$ cat config.mk
export PLATFORM = sky130hd
export DESIGN_NAME = cacheFillApb
export DESIGN_NICKNAME = d
export VERILOG_FILES = /design/src/source/gpuTexPkg.sv /design/src/source/cacheFillApb.sv
export SDC_FILE = /design/constraint.sdc
export NUM_CORES = 1
export LEC_CHECK = 0
export ABC_AREA = 1
export BUFFER_PORTS_ARGS = -buffer_cell sky130_fd_sc_hd__buf_2
export CORE_MARGIN = 2
export CORE_UTILIZATION = 41
export DETAILED_ROUTE_END_ITERATION = 8
export PLACE_DENSITY = 0.86
export SETUP_SLACK_MARGIN = 0.1
export SYNTH_ARGS = -nofsm -noshare
export SYNTH_HDL_FRONTEND = slang
export SYNTH_SLANG_ARGS = --single-unit
$ cat constraint.sdc
create_clock -name clk -period 2.15 [get_ports clk]
set_input_delay 0.3225 -clock clk [delete_from_list [all_inputs] [get_ports clk]]
set_output_delay 0.3225 -clock clk [all_outputs]
set_load 0.01 [all_outputs]
$ cat src/source/gpuTexPkg.sv
/*
 Shared types and cache geometry of the texture stage
*/
package gpuTexPkg;

	// --------------------
	// Geometry
	// --------------------
	// VRAM is addressed in halfwords
	localparam int vramAddrBits = 19;
	localparam int texLines = 64;
	localparam int texWordsPerLine = 4;
	localparam int texLineBits = $clog2(texLines);
	localparam int texWordBits = $clog2(texWordsPerLine);
	localparam int texTagBits = vramAddrBits - texLineBits - texWordBits;
	// CLUT base is 9 row bits and 6 column bits in 16-colour units
	localparam int clutAddrBits = 15;
	localparam int clutLines = 16;
	localparam int clutWordsPerLine = 16;
	localparam int clutLineBits = $clog2(clutLines);
	localparam int clutWordBits = $clog2(clutWordsPerLine);
	localparam int clutTagBits = clutAddrBits - clutLineBits;
	// Widest line address, a texture halfword address without its word bits
	localparam int lineAddrBits = vramAddrBits - texWordBits;
	localparam logic [15:0] untexturedColor = 16'h7FFF;

	// --------------------
	// Types
	// --------------------
	typedef enum logic [1:0] {
		fmtPal4 = 2'd0,
		fmtPal8 = 2'd1,
		fmtDirect15 = 2'd2
	} texFormat_t;

	typedef enum logic {
		fillTex,
		fillClut
	} fillKind_t;

	typedef struct packed {
		logic [9:0] scrX;
		logic [8:0] scrY;
		logic [8:0] r;
		logic [8:0] g;
		logic [8:0] b;
		logic bgMask;
		logic [1:0] uLsb;
		logic [vramAddrBits-1:0] texAddr;
	} pixelIn_t;

	typedef struct packed {
		logic [9:0] scrX;
		logic [8:0] scrY;
		logic [8:0] r;
		logic [8:0] g;
		logic [8:0] b;
		logic bgMask;
		logic [15:0] texel;
		logic transparent;
	} pixelOut_t;

	typedef struct packed {
		fillKind_t kind;
		logic [lineAddrBits-1:0] lineAddr;
	} fillReq_t;

	typedef struct packed {
		fillKind_t kind;
		logic [lineAddrBits-1:0] lineAddr;
		logic [clutWordBits-1:0] wordIdx;
		logic [15:0] data;
	} fillWrite_t;

	// CLUT line holding a palette index, column wraps inside the row
	function automatic logic [clutAddrBits-1:0] clutLineOf(
		logic [clutAddrBits-1:0] base,
		logic [7:0] index
	);
		return {base[clutAddrBits-1:6], base[5:0] + {2'b00, index[7:4]}};
	endfunction

endpackage

$ cat src/source/cacheFillApb.sv
/*
 Cache line fill over an APB master port
 One miss becomes 4 or 16 sequential halfword reads
*/
module cacheFillApb (
	input logic clk,
	input logic rstN,
	input logic reqValid,
	input gpuTexPkg::fillReq_t req,
	output logic busy,
	output logic fillWe,
	output gpuTexPkg::fillWrite_t fill,
	output logic fillDone,
	output logic [gpuTexPkg::vramAddrBits-1:0] paddr,
	output logic psel,
	output logic penable,
	output logic pwrite,
	input logic pready,
	input logic [15:0] prdata,
	input logic pslverr
);
	import gpuTexPkg::*;

	typedef enum logic [1:0] {
		stIdle,
		stSetup,
		stAccess,
		stDone
	} fillState_t;

	fillState_t state;
	fillReq_t reqQ;
	logic [clutWordBits-1:0] wordIdx;
	logic [clutWordBits-1:0] lastIdx;
	logic [vramAddrBits-1:0] baseAddr;

	// Line base in halfwords and burst length per target cache
	always_comb begin
		if (reqQ.kind == fillTex) begin
			baseAddr = {reqQ.lineAddr, {texWordBits{1'b0}}};
			lastIdx = clutWordBits'(texWordsPerLine - 1);
		end else begin
			baseAddr = {reqQ.lineAddr[clutAddrBits-1:0], {clutWordBits{1'b0}}};
			lastIdx = clutWordBits'(clutWordsPerLine - 1);
		end
	end

	always_ff @(posedge clk) begin
		if (state == stIdle && reqValid) begin
			reqQ <= req;
		end
	end

	// --------------------
	// FSM
	// --------------------
	always_ff @(posedge clk or negedge rstN) begin
		if (!rstN) begin
			state <= stIdle;
			wordIdx <= '0;
		end else begin
			case (state)
				stIdle: begin
					if (reqValid) begin
						state <= stSetup;
						wordIdx <= '0;
					end
				end
				stSetup: begin
					state <= stAccess;
				end
				stAccess: begin
					// Back to setup between reads, per APB
					if (pready && wordIdx == lastIdx) begin
						state <= stDone;
					end else if (pready) begin
						state <= stSetup;
						wordIdx <= wordIdx + 1'b1;
					end
				end
				default: begin
					state <= stIdle;
				end
			endcase
		end
	end

	assign busy = state != stIdle;
	assign psel = (state == stSetup) || (state == stAccess);
	assign penable = state == stAccess;
	// Read only port
	assign pwrite = 1'b0;
	assign paddr = baseAddr + {{(vramAddrBits-clutWordBits){1'b0}}, wordIdx};
	assign fillWe = penable & pready;
	assign fillDone = state == stDone;

	always_comb begin
		fill.kind = reqQ.kind;
		fill.lineAddr = reqQ.lineAddr;
		fill.wordIdx = wordIdx;
		fill.data = prdata;
	end

	// Address holds through the whole access phase
	apbAddrStable: assert property (@(posedge clk) disable iff (!rstN)
		penable |-> $stable(paddr));

endmodule

# --- Yosys cells after proc, flatten, opt, wreduce, memory -nomap -nowiden ---
# Cells that the tools add are included.
word_totals:
  register_bits: 24
  in_bits: 39
classes:
  addsub: 2
  n_eq_ne: 8
  muxes: 10
  bitwise_logic: 1
  reduce_logical: 8
ops:
  columns: ["cell", "n"]
  rows:
  - ["19-bit by 4-bit adder with 19-bit output", 1]
  - ["19-bit two-way mux", 1]
  - ["4-bit two-way mux", 4]
  - ["4-bit one-hot mux with 2 select lines", 1]
  - ["2-bit two-way mux", 3]
  - ["2-bit one-hot mux with 3 select lines", 1]
  - ["4-bit by 1-bit adder with 4-bit output (second input constant)", 1]
  - ["2-bit equality test (second input constant)", 2]
  - ["4-bit equality test", 1]
  - ["2-bit != test (second input constant)", 2]
  - ["4-bit AND reduction", 1]
  - ["2-bit nonzero test", 2]
  - ["3-bit by 1-bit != test with 1-bit output (second input constant)", 1]
  - ["2-bit by 1-bit equality test with 1-bit output (second input constant)", 1]
  - ["1-bit logical AND", 2]
  - ["2-bit logical NOT", 1]
  - ["2-bit by 1-bit != test with 1-bit output (second input constant)", 1]
  - ["2-bit AND reduction", 1]
  - ["1-bit AND", 1]
  - ["1-bit logical OR", 1]

# --- Depth between registers and ports, before layout ---
# Gate-level depths: netlist (run 1).
logic_depth:
  word_depth: 5
  depth_mapped: 12
  depth_no_buf: 11

# --- Worst setup path before layout (run 1) ---
# No wires, ideal clock.
synth_path:
  kind: "register to output"
  start: "register reqQ (netlist bit fill[37])"
  end: "output paddr[10] in the netlist's numbering"
  arrival_ns: 2.101
  setup_slack_ns: -0.273
  stages_incl_launch_ff: 11
  path_cell_list: "edfxtp_1 buf_6 buf_6 nor2_1 ha_1 inv_1 fa_1 inv_1 nand3_2 nor2_4 xor2_1"
synth_between:
  elab_chain_len: 2
synth_rtl:
  columns: ["element", "line_no", "source"]
  rows:
  - ["start: declaration", "cacheFillApb.sv:32", "fillReq_t reqQ;"]
  - ["start signal: assignment", "cacheFillApb.sv:50", "reqQ <= req;"]
  - ["19-bit two-way mux", "cacheFillApb.sv:39", "if (reqQ.kind == fillTex) begin"]
  - ["19-bit by 4-bit adder with 19-bit output", "cacheFillApb.sv:93", "assign paddr = baseAddr + {{(vramAddrBits-clutWordBits){1'b0}}, wordIdx};"]
  - ["end: declaration", "cacheFillApb.sv:14", "output logic [gpuTexPkg::vramAddrBits-1:0] paddr,"]
# Every way passes these cells.

# --- Worst setup path after layout (run 1) ---
layout_path:
  start: "register reqQ (netlist bit fill[37])"
  end: "output paddr[17] in the netlist's numbering"
# The elaborated chain is that of the path after synthesis.

==> implementation parameters, run 1 <==
Parameter                              Value

Outcome
  Outcome ... finished, violations left
  Violated checks ... setup timing

Synth
  Combinational family with the most area after synthesis ... simple AND/OR/NAND/NOR gates
  Synth unique cells ... 26
  Syn Inst Count ... 279
  Most used DFF post-synth ... edfxtp_1
  Synth top area share ... 0.273
  Area share of fa/ha/maj cells after synthesis ... 0.0480
  Xor/xnor share of the synthesized area ... 0.0398
  Leading area contributor after synthesis ... edfxtp_1
  Fraction of the yosys area taken by sequential cells ... 0.349
  Post-synthesis sequential element count ... 24
  Yosys synthesis warning count ... 0
  Mapped Nets ... 325
  EDFF count, synth ... 18
  Post-synthesis simple-gate area fraction ... 0.315
  Netlist area before placement ... 0.00198 mm²
  Fraction of the mapped netlist area in compound gates ... 0.0606
  Mean cell area of the mapped netlist ... 7.10 µm²
  Async SR Flop Fraction ... 0.250
  Proportion of synthesized area in mux cells ... 0
  Main area contributors after synthesis ... edfxtp_1 (27%), nand2_1 (20%), inv_1 (8.0%), buf_4 (7.6%), dfrtp_1 (7.6%)

Die
  DIE AREA ... 0.00540 mm²
  Height of the die ... 73.5 µm
  Starting density of the core ... 0.422
  Core ar. ... 0.00469 mm²
  Die extent in x ... 73.5 µm
  Placement row count ... 25
  Io pins ... 102

Global route
  Overflow after GRT ... 0
  Antenna violations before repair ... 0
  Vias in the first global route ... 1738
  First-pass GRT wire length ... 7.49 mm
  GRT Total Usage ... 0.176
  Maximum number of pins on one net before global-route repair ... 19

Routing
  DRC Markers ... 0
  Number of vias in the routed layout ... 1960
  Routed wirelength normalized by instance count ... 12.5 µm
  Total routed wirelength ... 4.93 mm
  Vias per std cell ... 4.96
  Router iterations before antenna repair ... 6
  Iteration-0 DRC Markers ... 135
  Residual antenna-violating net count after detailed routing ... 0

Final layout
  Number of diodes ... 0
  Area used by multi-input combinational logic ... 0.00109 mm²
  Final non-filler cell area ... 0.00258 mm²
  Post-synthesis to final-layout area growth ... 30.4%
  Fill cell instance count of the final layout ... 413
  Most frequent cells in the layout ... nand2_1 (95), buf_2 (63), inv_1 (37)
  Number of nets in the finished design ... 388
  Fraction of layout instances using a drive strength above 1 ... 0.402
  Final core utilization ... 0.550
  Footprint of the flip-flops and latches ... 691 µm²
  Most common library cell in the layout ignoring fill and taps ... nand2_1

Power and ir drop
  Share of power burned in the clock network ... 0.115
  Combinational cell fraction of total power ... 0.576
  Design internal power ... 1230 µW
  Switching fraction of total power ... 0.448
  Static Leak ... 0.00132 µW
  IR drop worst, VDD ... 0.000474 V
  Total power per unit cell area ... 866 mW/mm²
  Switching pwr ... 1000 µW
  Register share of total power ... 0.309

Place
  GPL Wtd Cong ... 0.866
  PortBufs ... 67
  Half-perimeter wire length after placement ... 3.64 mm
  Placed inst area ... 0.00230 mm²

Setup path
  Path depth of the worst reg2reg path ... 9
  Worst setup EP type ... primary output
  Destination of the worst register-to-register timing path ... wordIdx[0]
  Biggest fanout along the worst timing path ... 13
  Data required, critical path ... 1.83 ns
  Internal reg-to-reg setup slack ... 0.49 ns
  Arrival time of the worst setup path ... 2.10 ns
  Reg-to-reg startpoint ... state[0]
  Type of element launching the critical path ... flip-flop
  Worst Path Class, Setup ... reg2out

STA
  RSZ-0062 raised after global routing ... true
  Period utilization ... 1.13
  Clock skew ... 0.00710 ns
  Final Hold Violating Endpoints ... 0
  Final critical-path required period ... 2.42 ns
  Achievable clock frequency ... 0.413 GHz
  Final worst setup slack ... -0.269 ns
  Number of setup violations in the final report ... 15
  Max Slew Vio Count ... 0

Hold path
  Worst Hold Path Cells ... 1
  Hold_sp ... req[3]
  Hold-critical path endpoint ... fill[23]
  Class of the worst hold path ... in2reg

CTS
  Number of sinks handled by clock tree synthesis ... 24
  Root buffer cell ... clkbuf_8
  Level count of the clock H-tree ... 1
  Clock insertion delay at the later pin of the skew report ... 0.26 ns
  Buffers from clock root to sink, at most ... 2
  TritonCTS clock tree ... yes
  Number of buffers created by CTS ... 3
  Clock slew at reported path FFs ... 0.08 ns

Job
  Maximum Capacitance Violations ... 0
## worst max path at each step
stage	from	endpoint	slack, ns	cells after the start
final	fill[37]	paddr[17]	-0.27	12
after global routing	fill[37]	paddr[17]	-0.40	12
after CTS	fill[20]	paddr[14]	-0.25	12
after detailed placement	fill[37]	paddr[14]	0.03	11
after global placement	fill[37]	paddr[18]	0.05	11
after floorplan	fill[37]	paddr[10]	-0.15	10
## per-stage QoR
step / cells / setup WS, ns / hold WS [ns] / power, µW / TNS (ns)
5_1_grt: 395 / -0.397 / 0.223 / 2410 / -4.00
3_5_place_dp: 383 / 0.0266 / 0.154 / 1790 / 0
4_1_cts: 394 / -0.246 / 0.228 / 2180 / -2.33
2_1_floorplan: 279 / -0.147 / 0.0269 / 1500 / -0.684
6_report: 395 / -0.269 / 0.231 / 2240 / -2.50
3_3_place_gp: 383 / 0.0465 / 0.152 / 1750 / 0
## routing by layer
| layer | track usage | part of all wire | up-vias |
|---|---|---|---|
| met5 | 0 | 0 | - |
| met4 | 0.0889 | 0.029 | 0 |
| met3 | 0.0274 | 0.094 | 18 |
| li1 | - | - | 961 |
| met2 | 0.296 | 0.49 | 117 |
| met1 | 0.217 | 0.38 | 864 |
## cells in the mapped netlist, types with 2 or more instances
| cell | number |
|---|---|
| inv_1 | 42 |
| a21oi_1 | 3 |
| buf_4 | 20 |
| ha_1 | 6 |
| o21ai_1 | 3 |
| nor2_1 | 21 |
| nand2_2 | 2 |
| o21ai_2 | 4 |
| dfrtp_1 | 6 |
| nand4_1 | 3 |
| o21ai_0 | 8 |
| buf_6 | 2 |
| nand2_1 | 105 |
| nand3_1 | 12 |
| nor2_2 | 6 |
| xor2_1 | 9 |
| edfxtp_1 | 18 |
## worst max-delay path, cell delays in order (launching register included)
cell	delay, ns
edfxtp_1	0.42
buf_4	0.18
buf_12	0.15
bufbuf_16	0.28
nand2_1	0.07
nand2_1	0.08
nor2_2	0.12
nand2_1	0.10
nor2_2	0.12
nand2_1	0.08
nand2_1	0.06
nand2_1	0.04
buf_2	0.13
## power groups by stage
| stage | clock network [µW] | registers, µW | logic [µW] |
|---|---|---|---|
| after floorplan | 0 | 725 | 774 |
| after global placement | 0 | 694 | 1050 |
| after detailed placement | 0 | 700 | 1090 |
| after CTS | 267 | 691 | 1220 |
| after global routing | 285 | 704 | 1430 |
| final | 258 | 690 | 1290 |
## cells by family (layout without fill, tap and decap cells)
kind of cell    after synthesis  in the layout
buf+inv                      67            129
flops                        24             24
simple gates                151            151
xor+xnor                      9              9
fa+ha+maj                     7              7
other cells                   1              1
compound gates               20             20
## sequential cells by signal (all words and copies together) (netlist names)
signal   cells
fill        18
state        2
wordIdx      4
## final cells by class
cell class | instances | area share
Multi-Input combinational cell | 188 | 0.421
Sequential cell | 24 | 0.267
Timing Repair Buffer | 82 | 0.203
Inverter | 43 | 0.0644
Tap cell | 54 | 0.0262
Clock buffer | 3 | 0.0160
Clock inverter | 1 | 0.00145
## repair_timing
action / CTS / global route
pin swaps: 11 / 1
setup endpoints to repair: 15 / 16
hold buffers: 1 / 0
setup buffers: 6 / 1
resized for setup: 24 / 18
endpoints found under the hold margin: 6 / 0
gates cloned: 1 / 0
Power figures use the tool's default switching activity.
==> run 2: changes to the inputs <==
SETUP_SLACK_MARGIN = 0.2   (was 0.1)
==> implementation parameters, run 2 (synthesized netlist as in run 1, its figures left out) <==
Parameter                              Value

Routing
  DRC Markers ... 0 (unchanged)
  Iteration-0 DRC Markers ... 100 (-26%)
  Routed wirelength normalized by instance count ... 12.8 µm (+2.3%)
  Residual antenna-violating net count after detailed routing ... 0 (unchanged)
  Number of vias in the routed layout ... 1978 (+0.92%)
  Router iterations before antenna repair ... 4 (-2)
  Vias per std cell ... 4.92 (-0.84%)
  Total routed wirelength ... 5.13 mm (+4.1%)

CTS
  Clock slew at reported path FFs ... 0.08 ns (about the same)
  Level count of the clock H-tree ... 1 (unchanged)
  TritonCTS clock tree ... yes
  Root buffer cell ... clkbuf_8
  Number of sinks handled by clock tree synthesis ... 24 (unchanged)
  Buffers from clock root to sink, at most ... 2 (unchanged)
  Number of buffers created by CTS ... 3 (unchanged)
  Clock insertion delay at the later pin of the skew report ... 0.26 ns (about the same)

Power and ir drop
  Switching fraction of total power ... 0.449 (+0.000636)
  Static Leak ... 0.00137 µW (+3.8%)
  Total power per unit cell area ... 852 mW/mm² (-1.7%)
  Share of power burned in the clock network ... 0.112 (-0.003)
  Register share of total power ... 0.303 (-0.006)
  Design internal power ... 1260 µW (+1.8%)
  Switching pwr ... 1020 µW (+2.1%)
  IR drop worst, VDD ... 0.000477 V (+0.66%)
  Total power of the final layout ... 2280 µW (+1.9%)
  Combinational cell fraction of total power ... 0.584 (+0.008)

STA
  Achievable clock frequency ... 0.397 GHz (-4.0%)
  Clock skew ... 0.00353 ns (-0.00357 ns)
  Final critical-path required period ... 2.52 ns (+0.100 ns)
  Number of setup violations in the final report ... 15 (unchanged)
  RSZ-0062 raised after global routing ... true
  Final Hold Violating Endpoints ... 0 (unchanged)
  Final worst setup slack ... -0.369 ns (-0.100 ns)
  Worst Hold Slack ... 0.233 ns (+0.00156 ns)
  Max Slew Vio Count ... 0 (unchanged)
  Period utilization ... 1.17 (+0.0466)

Setup path
  Worst setup EP type ... primary output
  Worst Path Class, Setup ... reg2out
  Biggest fanout along the worst timing path ... 13 (unchanged)
  Worst path max stage delay ... 0.46 ns (+0.04 ns)
  Type of element launching the critical path ... flip-flop
  Worst path most repeated cell ... nand2_1
  Library cell contributing the largest single delay on the critical path ... edfxtp_1
  Data required, critical path ... 1.83 ns (about the same)
  Critical path, cell by cell ... buf_4, buf_12, bufbuf_16, nand2_1, nand2_1, nor2_2, nand2_1, nor2_2, nand2_1, nand2_1, nand2_2, buf_2
  Arrival time of the worst setup path ... 2.20 ns (+0.10 ns)

Die
  DIE AREA ... 0.00540 mm² (unchanged)
  Starting density of the core ... 0.422 (unchanged)
  Placement row count ... 25 (unchanged)
  Io pins ... 102 (unchanged)
  Die extent in x ... 73.5 µm (unchanged)
  Core ar. ... 0.00469 mm² (unchanged)
  Height of the die ... 73.5 µm (unchanged)

Global route
  Overflow after GRT ... 0 (unchanged)
  First-pass GRT wire length ... 7.59 mm (+1.3%)
  Vias in the first global route ... 1852 (+6.6%)
  Antenna violations before repair ... 0 (unchanged)
  Maximum number of pins on one net before global-route repair ... 19 (unchanged)
  GRT Total Usage ... 0.179 (+0.00285)

Final layout
  Number of nets in the finished design ... 395 (+1.8%)
  Post-synthesis to final-layout area growth ... 35.1%
  Largest register FFs ... 18 (unchanged)
  Most frequent cells in the layout ... nand2_1 (89), buf_2 (63), inv_1 (39)
  Most common library cell in the layout ignoring fill and taps ... nand2_1
  Number of diodes ... 0 (unchanged)
  Fraction of layout instances using a drive strength above 1 ... 0.422 (+0.0207)
  Final core utilization ... 0.570 (+0.0200)

Outcome
  Outcome ... finished, violations left
  Violated checks ... setup timing

Place
  Half-perimeter wire length after placement ... 3.57 mm (-2.0%)
  GPL Wtd Cong ... 0.854 (-1.4%)
  PortBufs ... 67 (unchanged)

Job
  Maximum Capacitance Violations ... 0 (unchanged)

Hold path
  Class of the worst hold path ... in2reg
-- run 2: cell types whose count changed in the layout (fill, tap and decap cells not counted), moves of 4 or more --
| cell | delta |
|---|---|
| buf_4 | +5 |
| nand2_1 | -6 |
| nand2_2 | +6 |
| nor2_1 | +4 |
| nor2_2 | -5 |
-- run 2: final timing paths --
check	slack [ns]	end	start	cells after the start
setup / recovery	-0.37	paddr[13]	fill[37]	12
max in group asynchronous	1.60	state[1]	rstN	2
setup reg to reg	0.53	wordIdx[0]	fill[37]	9
hold reg to reg	0.58	state[1]	state[0]	2
min in group asynchronous	0.40	wordIdx[0]	rstN	2
hold / removal	0.23	fill[23]	req[3]	1
-- run 2: timing repair --
action | 4_1_cts | 5_1_grt
pin swaps | 8 | 13
endpoints found under the setup margin | 16 | 16
gates resized for setup | 22 | 22
cloned | 2 | 0
hold endpoints to repair | 6 | 0
hold buffers | 1 | 0
buffers inserted | 7 | 3
-- run 2: cell type report --
type | count | area [µm²]
Multi-Input combinational cell | 188 | 1120
Inverter | 43 | 169
Sequential cell | 24 | 691
Tap cell | 54 | 67.6
Clock inverter | 1 | 3.75
Timing Repair Buffer | 88 | 574
Clock buffer | 3 | 41.3
Timing Repair inverter | 1 | 6.26
Fill cell | 422 | 2020
-- run 2: power groups by stage --
stage,clock [µW],combinational (µW),sequential [µW]
4_1_cts,261,1230,691
5_1_grt,278,1480,703
6_report,256,1330,692
3_5_place_dp,0,1090,702
3_3_place_gp,0,1070,696
2_1_floorplan,0,784,725
-- run 2: worst max-delay path: cells and delay by family (launching register included) --
family / cells / cell delay (ns)
buffers and inverters: 4 / 0.74
flip-flops: 1 / 0.46
AND/OR/NAND/NOR: 8 / 0.74
-- run 2: per-layer routing --
metal | wire, µm | part of all wire | vias to the layer above | global-route usage
met5 | 0 | 0 | - | 0
met3 | 411 | 0.080 | 22 | 0.0384
met1 | 2010 | 0.39 | 880 | 0.204
met2 | 2530 | 0.49 | 100 | 0.306
met4 | 186 | 0.036 | 0 | 0.103
li1 | - | - | 976 | -
-- run 2: through the flow --
step / instance area (µm²) / std cells / worst slack (ns) / TNS [ns]
after floorplan: 2070 / 279 / -0.147 / -0.684
after global placement: 2340 / 385 / 0.0123 / 0
after detailed placement: 2340 / 385 / -0.0157 / -0.0289
after CTS: 2580 / 399 / -0.271 / -2.91
after global routing: 2680 / 402 / -0.456 / -5.18
final: 2680 / 402 / -0.369 / -3.60
==> run 3: changes to the inputs <==
CELL_PAD_IN_SITES_DETAIL_PLACEMENT = 1   (was default)
CELL_PAD_IN_SITES_GLOBAL_PLACEMENT = 1   (was default)
CORE_UTILIZATION = 28   (was 41)
PLACE_DENSITY = 0.87   (was 0.86)
==> implementation parameters, run 3 (synthesized netlist as in run 1, its figures left out) <==
Parameter                              Value

Die
  DIE AREA ... 0.00776 mm² (+44%)
  Height of the die ... 88.1 µm (+20%)
  Io pins ... 102 (unchanged)
  Core ar. ... 0.00683 mm² (+46%)
  Starting density of the core ... 0.290 (-0.132)
  Placement row count ... 30 (+20%)
  Die extent in x ... 88.1 µm (+20%)

Power and ir drop
  Register share of total power ... 0.301 (-0.002)
  Total power of the final layout ... 2330 µW (+2.2%)
  Share of power burned in the clock network ... 0.116 (+0.004)
  Design internal power ... 1250 µW (-0.32%)
  IR drop worst, VDD ... 0.000407 V (-15%)
  Switching fraction of total power ... 0.462 (+0.0135)
  Switching pwr ... 1080 µW (+5.3%)
  Combinational cell fraction of total power ... 0.584 (about the same)
  Static Leak ... 0.00136 µW (-0.81%)
  Total power per unit cell area ... 851 mW/mm² (-0.15%)

CTS
  TritonCTS clock tree ... yes
  Clock insertion delay at the later pin of the skew report ... 0.26 ns (about the same)
  Clock slew at reported path FFs ... 0.08 ns (about the same)
  Level count of the clock H-tree ... 1 (unchanged)
  Root buffer cell ... clkbuf_8
  Buffers from clock root to sink, at most ... 2 (unchanged)
  Number of sinks handled by clock tree synthesis ... 24 (unchanged)
  Number of buffers created by CTS ... 3 (unchanged)

Place
  Placed inst area ... 0.00238 mm² (+1.9%)
  Number of instances in the placed design ... 426 (+11%)
  PortBufs ... 67 (unchanged)
  Half-perimeter wire length after placement ... 4.45 mm (+25%)
  GPL Wtd Cong ... 0.754 (-12%)

Final layout
  Final Instance Count excl. Fillers ... 445 (+11%)
  Post-synthesis to final-layout area growth ... 38.3%
  Fraction of layout instances using a drive strength above 1 ... 0.433 (+0.0103)
  Number of nets in the finished design ... 396 (+0.25%)
  Final non-filler cell area ... 0.00274 mm² (+2.3%)
  Number of diodes ... 0 (unchanged)
  Largest register FFs ... 18 (unchanged)
  Final core utilization ... 0.401 (-0.169)
  Most frequent cells in the layout ... nand2_1 (88), buf_2 (64), inv_1 (39)
  Most common library cell in the layout ignoring fill and taps ... nand2_1

STA
  Max Slew Vio Count ... 0 (unchanged)
  RSZ-0062 raised after global routing ... true
  Clock skew ... 0.00137 ns (-0.00216 ns)
  Period utilization ... 1.15 (-0.0229)
  Number of setup violations in the final report ... 15 (unchanged)
  Achievable clock frequency ... 0.405 GHz (+2.0%)
  Total Neg Setup Slack ... -3.48 ns (+0.121 ns)
  Final critical-path required period ... 2.47 ns (-0.0491 ns)
  Relative slew margins ... 0.568
  Transition at the pin with the smallest max-transition slack ... 0.647 ns
  Final Hold Violating Endpoints ... 0 (unchanged)
  Final worst setup slack ... -0.320 ns (+0.0491 ns)

Global route
  Overflow after GRT ... 0 (unchanged)
  First-pass GRT wire length ... 9.60 mm (+27%)
  Maximum number of pins on one net before global-route repair ... 19 (unchanged)
  GRT Total Usage ... 0.158 (-0.0208)
  Antenna violations before repair ... 0 (unchanged)
  Vias in the first global route ... 2082 (+12%)

Setup path
  Library cell contributing the largest single delay on the critical path ... edfxtp_1
  Biggest fanout along the worst timing path ... 7 (-6)
  Cell class contributing the biggest share of worst-path delay ... simple AND/OR/NAND/NOR gates
  Data required, critical path ... 1.83 ns (about the same)
  Worst setup EP type ... primary output
  Worst path most repeated cell ... nand2_1
  Worst path max stage delay ... 0.46 ns (about the same)
  Critical path buffer and inverter count ... 4 (unchanged)
  Critical path, cell by cell ... buf_4, buf_12, buf_4, nand2_1, nand2_2, nor2_1, nand2_1, nor2_4, nand2_1, nand2_1, nand2_2, buf_6
  Type of element launching the critical path ... flip-flop
  Worst Path Class, Setup ... reg2out
  Arrival time of the worst setup path ... 2.15 ns (-0.05 ns)

Routing
  Router iterations before antenna repair ... 4 (unchanged)
  Residual antenna-violating net count after detailed routing ... 0 (unchanged)
  Routed wirelength normalized by instance count ... 14.1 µm (+10%)
  Total routed wirelength ... 6.27 mm (+22%)
  DRC Markers ... 0 (unchanged)
  Iteration-0 DRC Markers ... 54 (-46%)
  Number of vias in the routed layout ... 1994 (+0.81%)
  Vias per std cell ... 4.48 (-8.9%)

Job
  Maximum Capacitance Violations ... 0 (unchanged)

Hold path
  Class of the worst hold path ... in2reg

Outcome
  Violated checks ... setup timing
  Outcome ... finished, violations left
==> run 3: cell types whose count changed in the layout (fill, tap and decap cells not counted), sizes merged <==
| cell | change |
|---|---|
| bufbuf | -1 |
| buf | +3 |
| clkbuf | +1 |
| clkinv | -1 |
| inv | -1 |
==> run 3: final cells by class <==
type / count / area [µm²]
Clock buffer: 4 / 45.0
Fill cell: 892 / 4090
Timing Repair Buffer: 90 / 577
Tap cell: 96 / 120
Multi-Input combinational cell: 188 / 1140
Inverter: 43 / 164
Sequential cell: 24 / 691
==> run 3: worst reg2reg max path, stage by stage, from the launching register on <==
cell and delay [ns]:
dfrtp_1 0.41, inv_1 0.11, ha_1 0.27, nand2_1 0.09, nand2_1 0.05, inv_1 0.10
nand2_1 0.11, a21oi_2 0.27, nand3_1 0.12, o21ai_0 0.10
==> run 3: timing repair <==
item                       4_1_cts  5_1_grt
hold buffers                     1        0
hold endpoints to repair         6        0
setup endpoints to repair       16       16
setup buffers                    9        3
pin swaps                       15        6
gates resized for setup         33       13
gates cloned                     2        0
==> run 3: through the flow <==
step	worst slack (ns)	hold WS, ns
floorplan	-0.147	0.0269
global placement	0.00377	0.155
detailed placement	-0.0451	0.162
CTS	-0.295	0.224
global route	-0.451	0.219
finish	-0.320	0.231
==> run 3: worst paths after layout <==
check                      startpoint    endpoint  slack [ns]  cells after the start
max in group asynchronous        rstN  wordIdx[2]        1.57                      2
max reg2reg                  state[0]  wordIdx[1]        0.45                      9
min                            req[7]    fill[27]        0.23                      1
max                          fill[37]   paddr[18]       -0.32                     12
min reg2reg                  state[0]    state[1]        0.63                      2
min in group asynchronous        rstN  wordIdx[1]        0.43                      2
==> run 3: layer usage <==
layer	vias up	GRT usage	wire length, µm
met4	0	0.0647	149
met1	957	0.198	2540
met3	14	0.0160	284
li1	969	-	-
met5	-	0	0
met2	54	0.277	3300
==> run 3: power by group through the flow <==
stage / registers, µW / logic [µW] / clock network [µW]
global route: 717 / 1500 / 297
CTS: 698 / 1280 / 277
global placement: 698 / 1080 / 0
detailed placement: 704 / 1130 / 0
floorplan: 725 / 784 / 0
finish: 700 / 1360 / 270
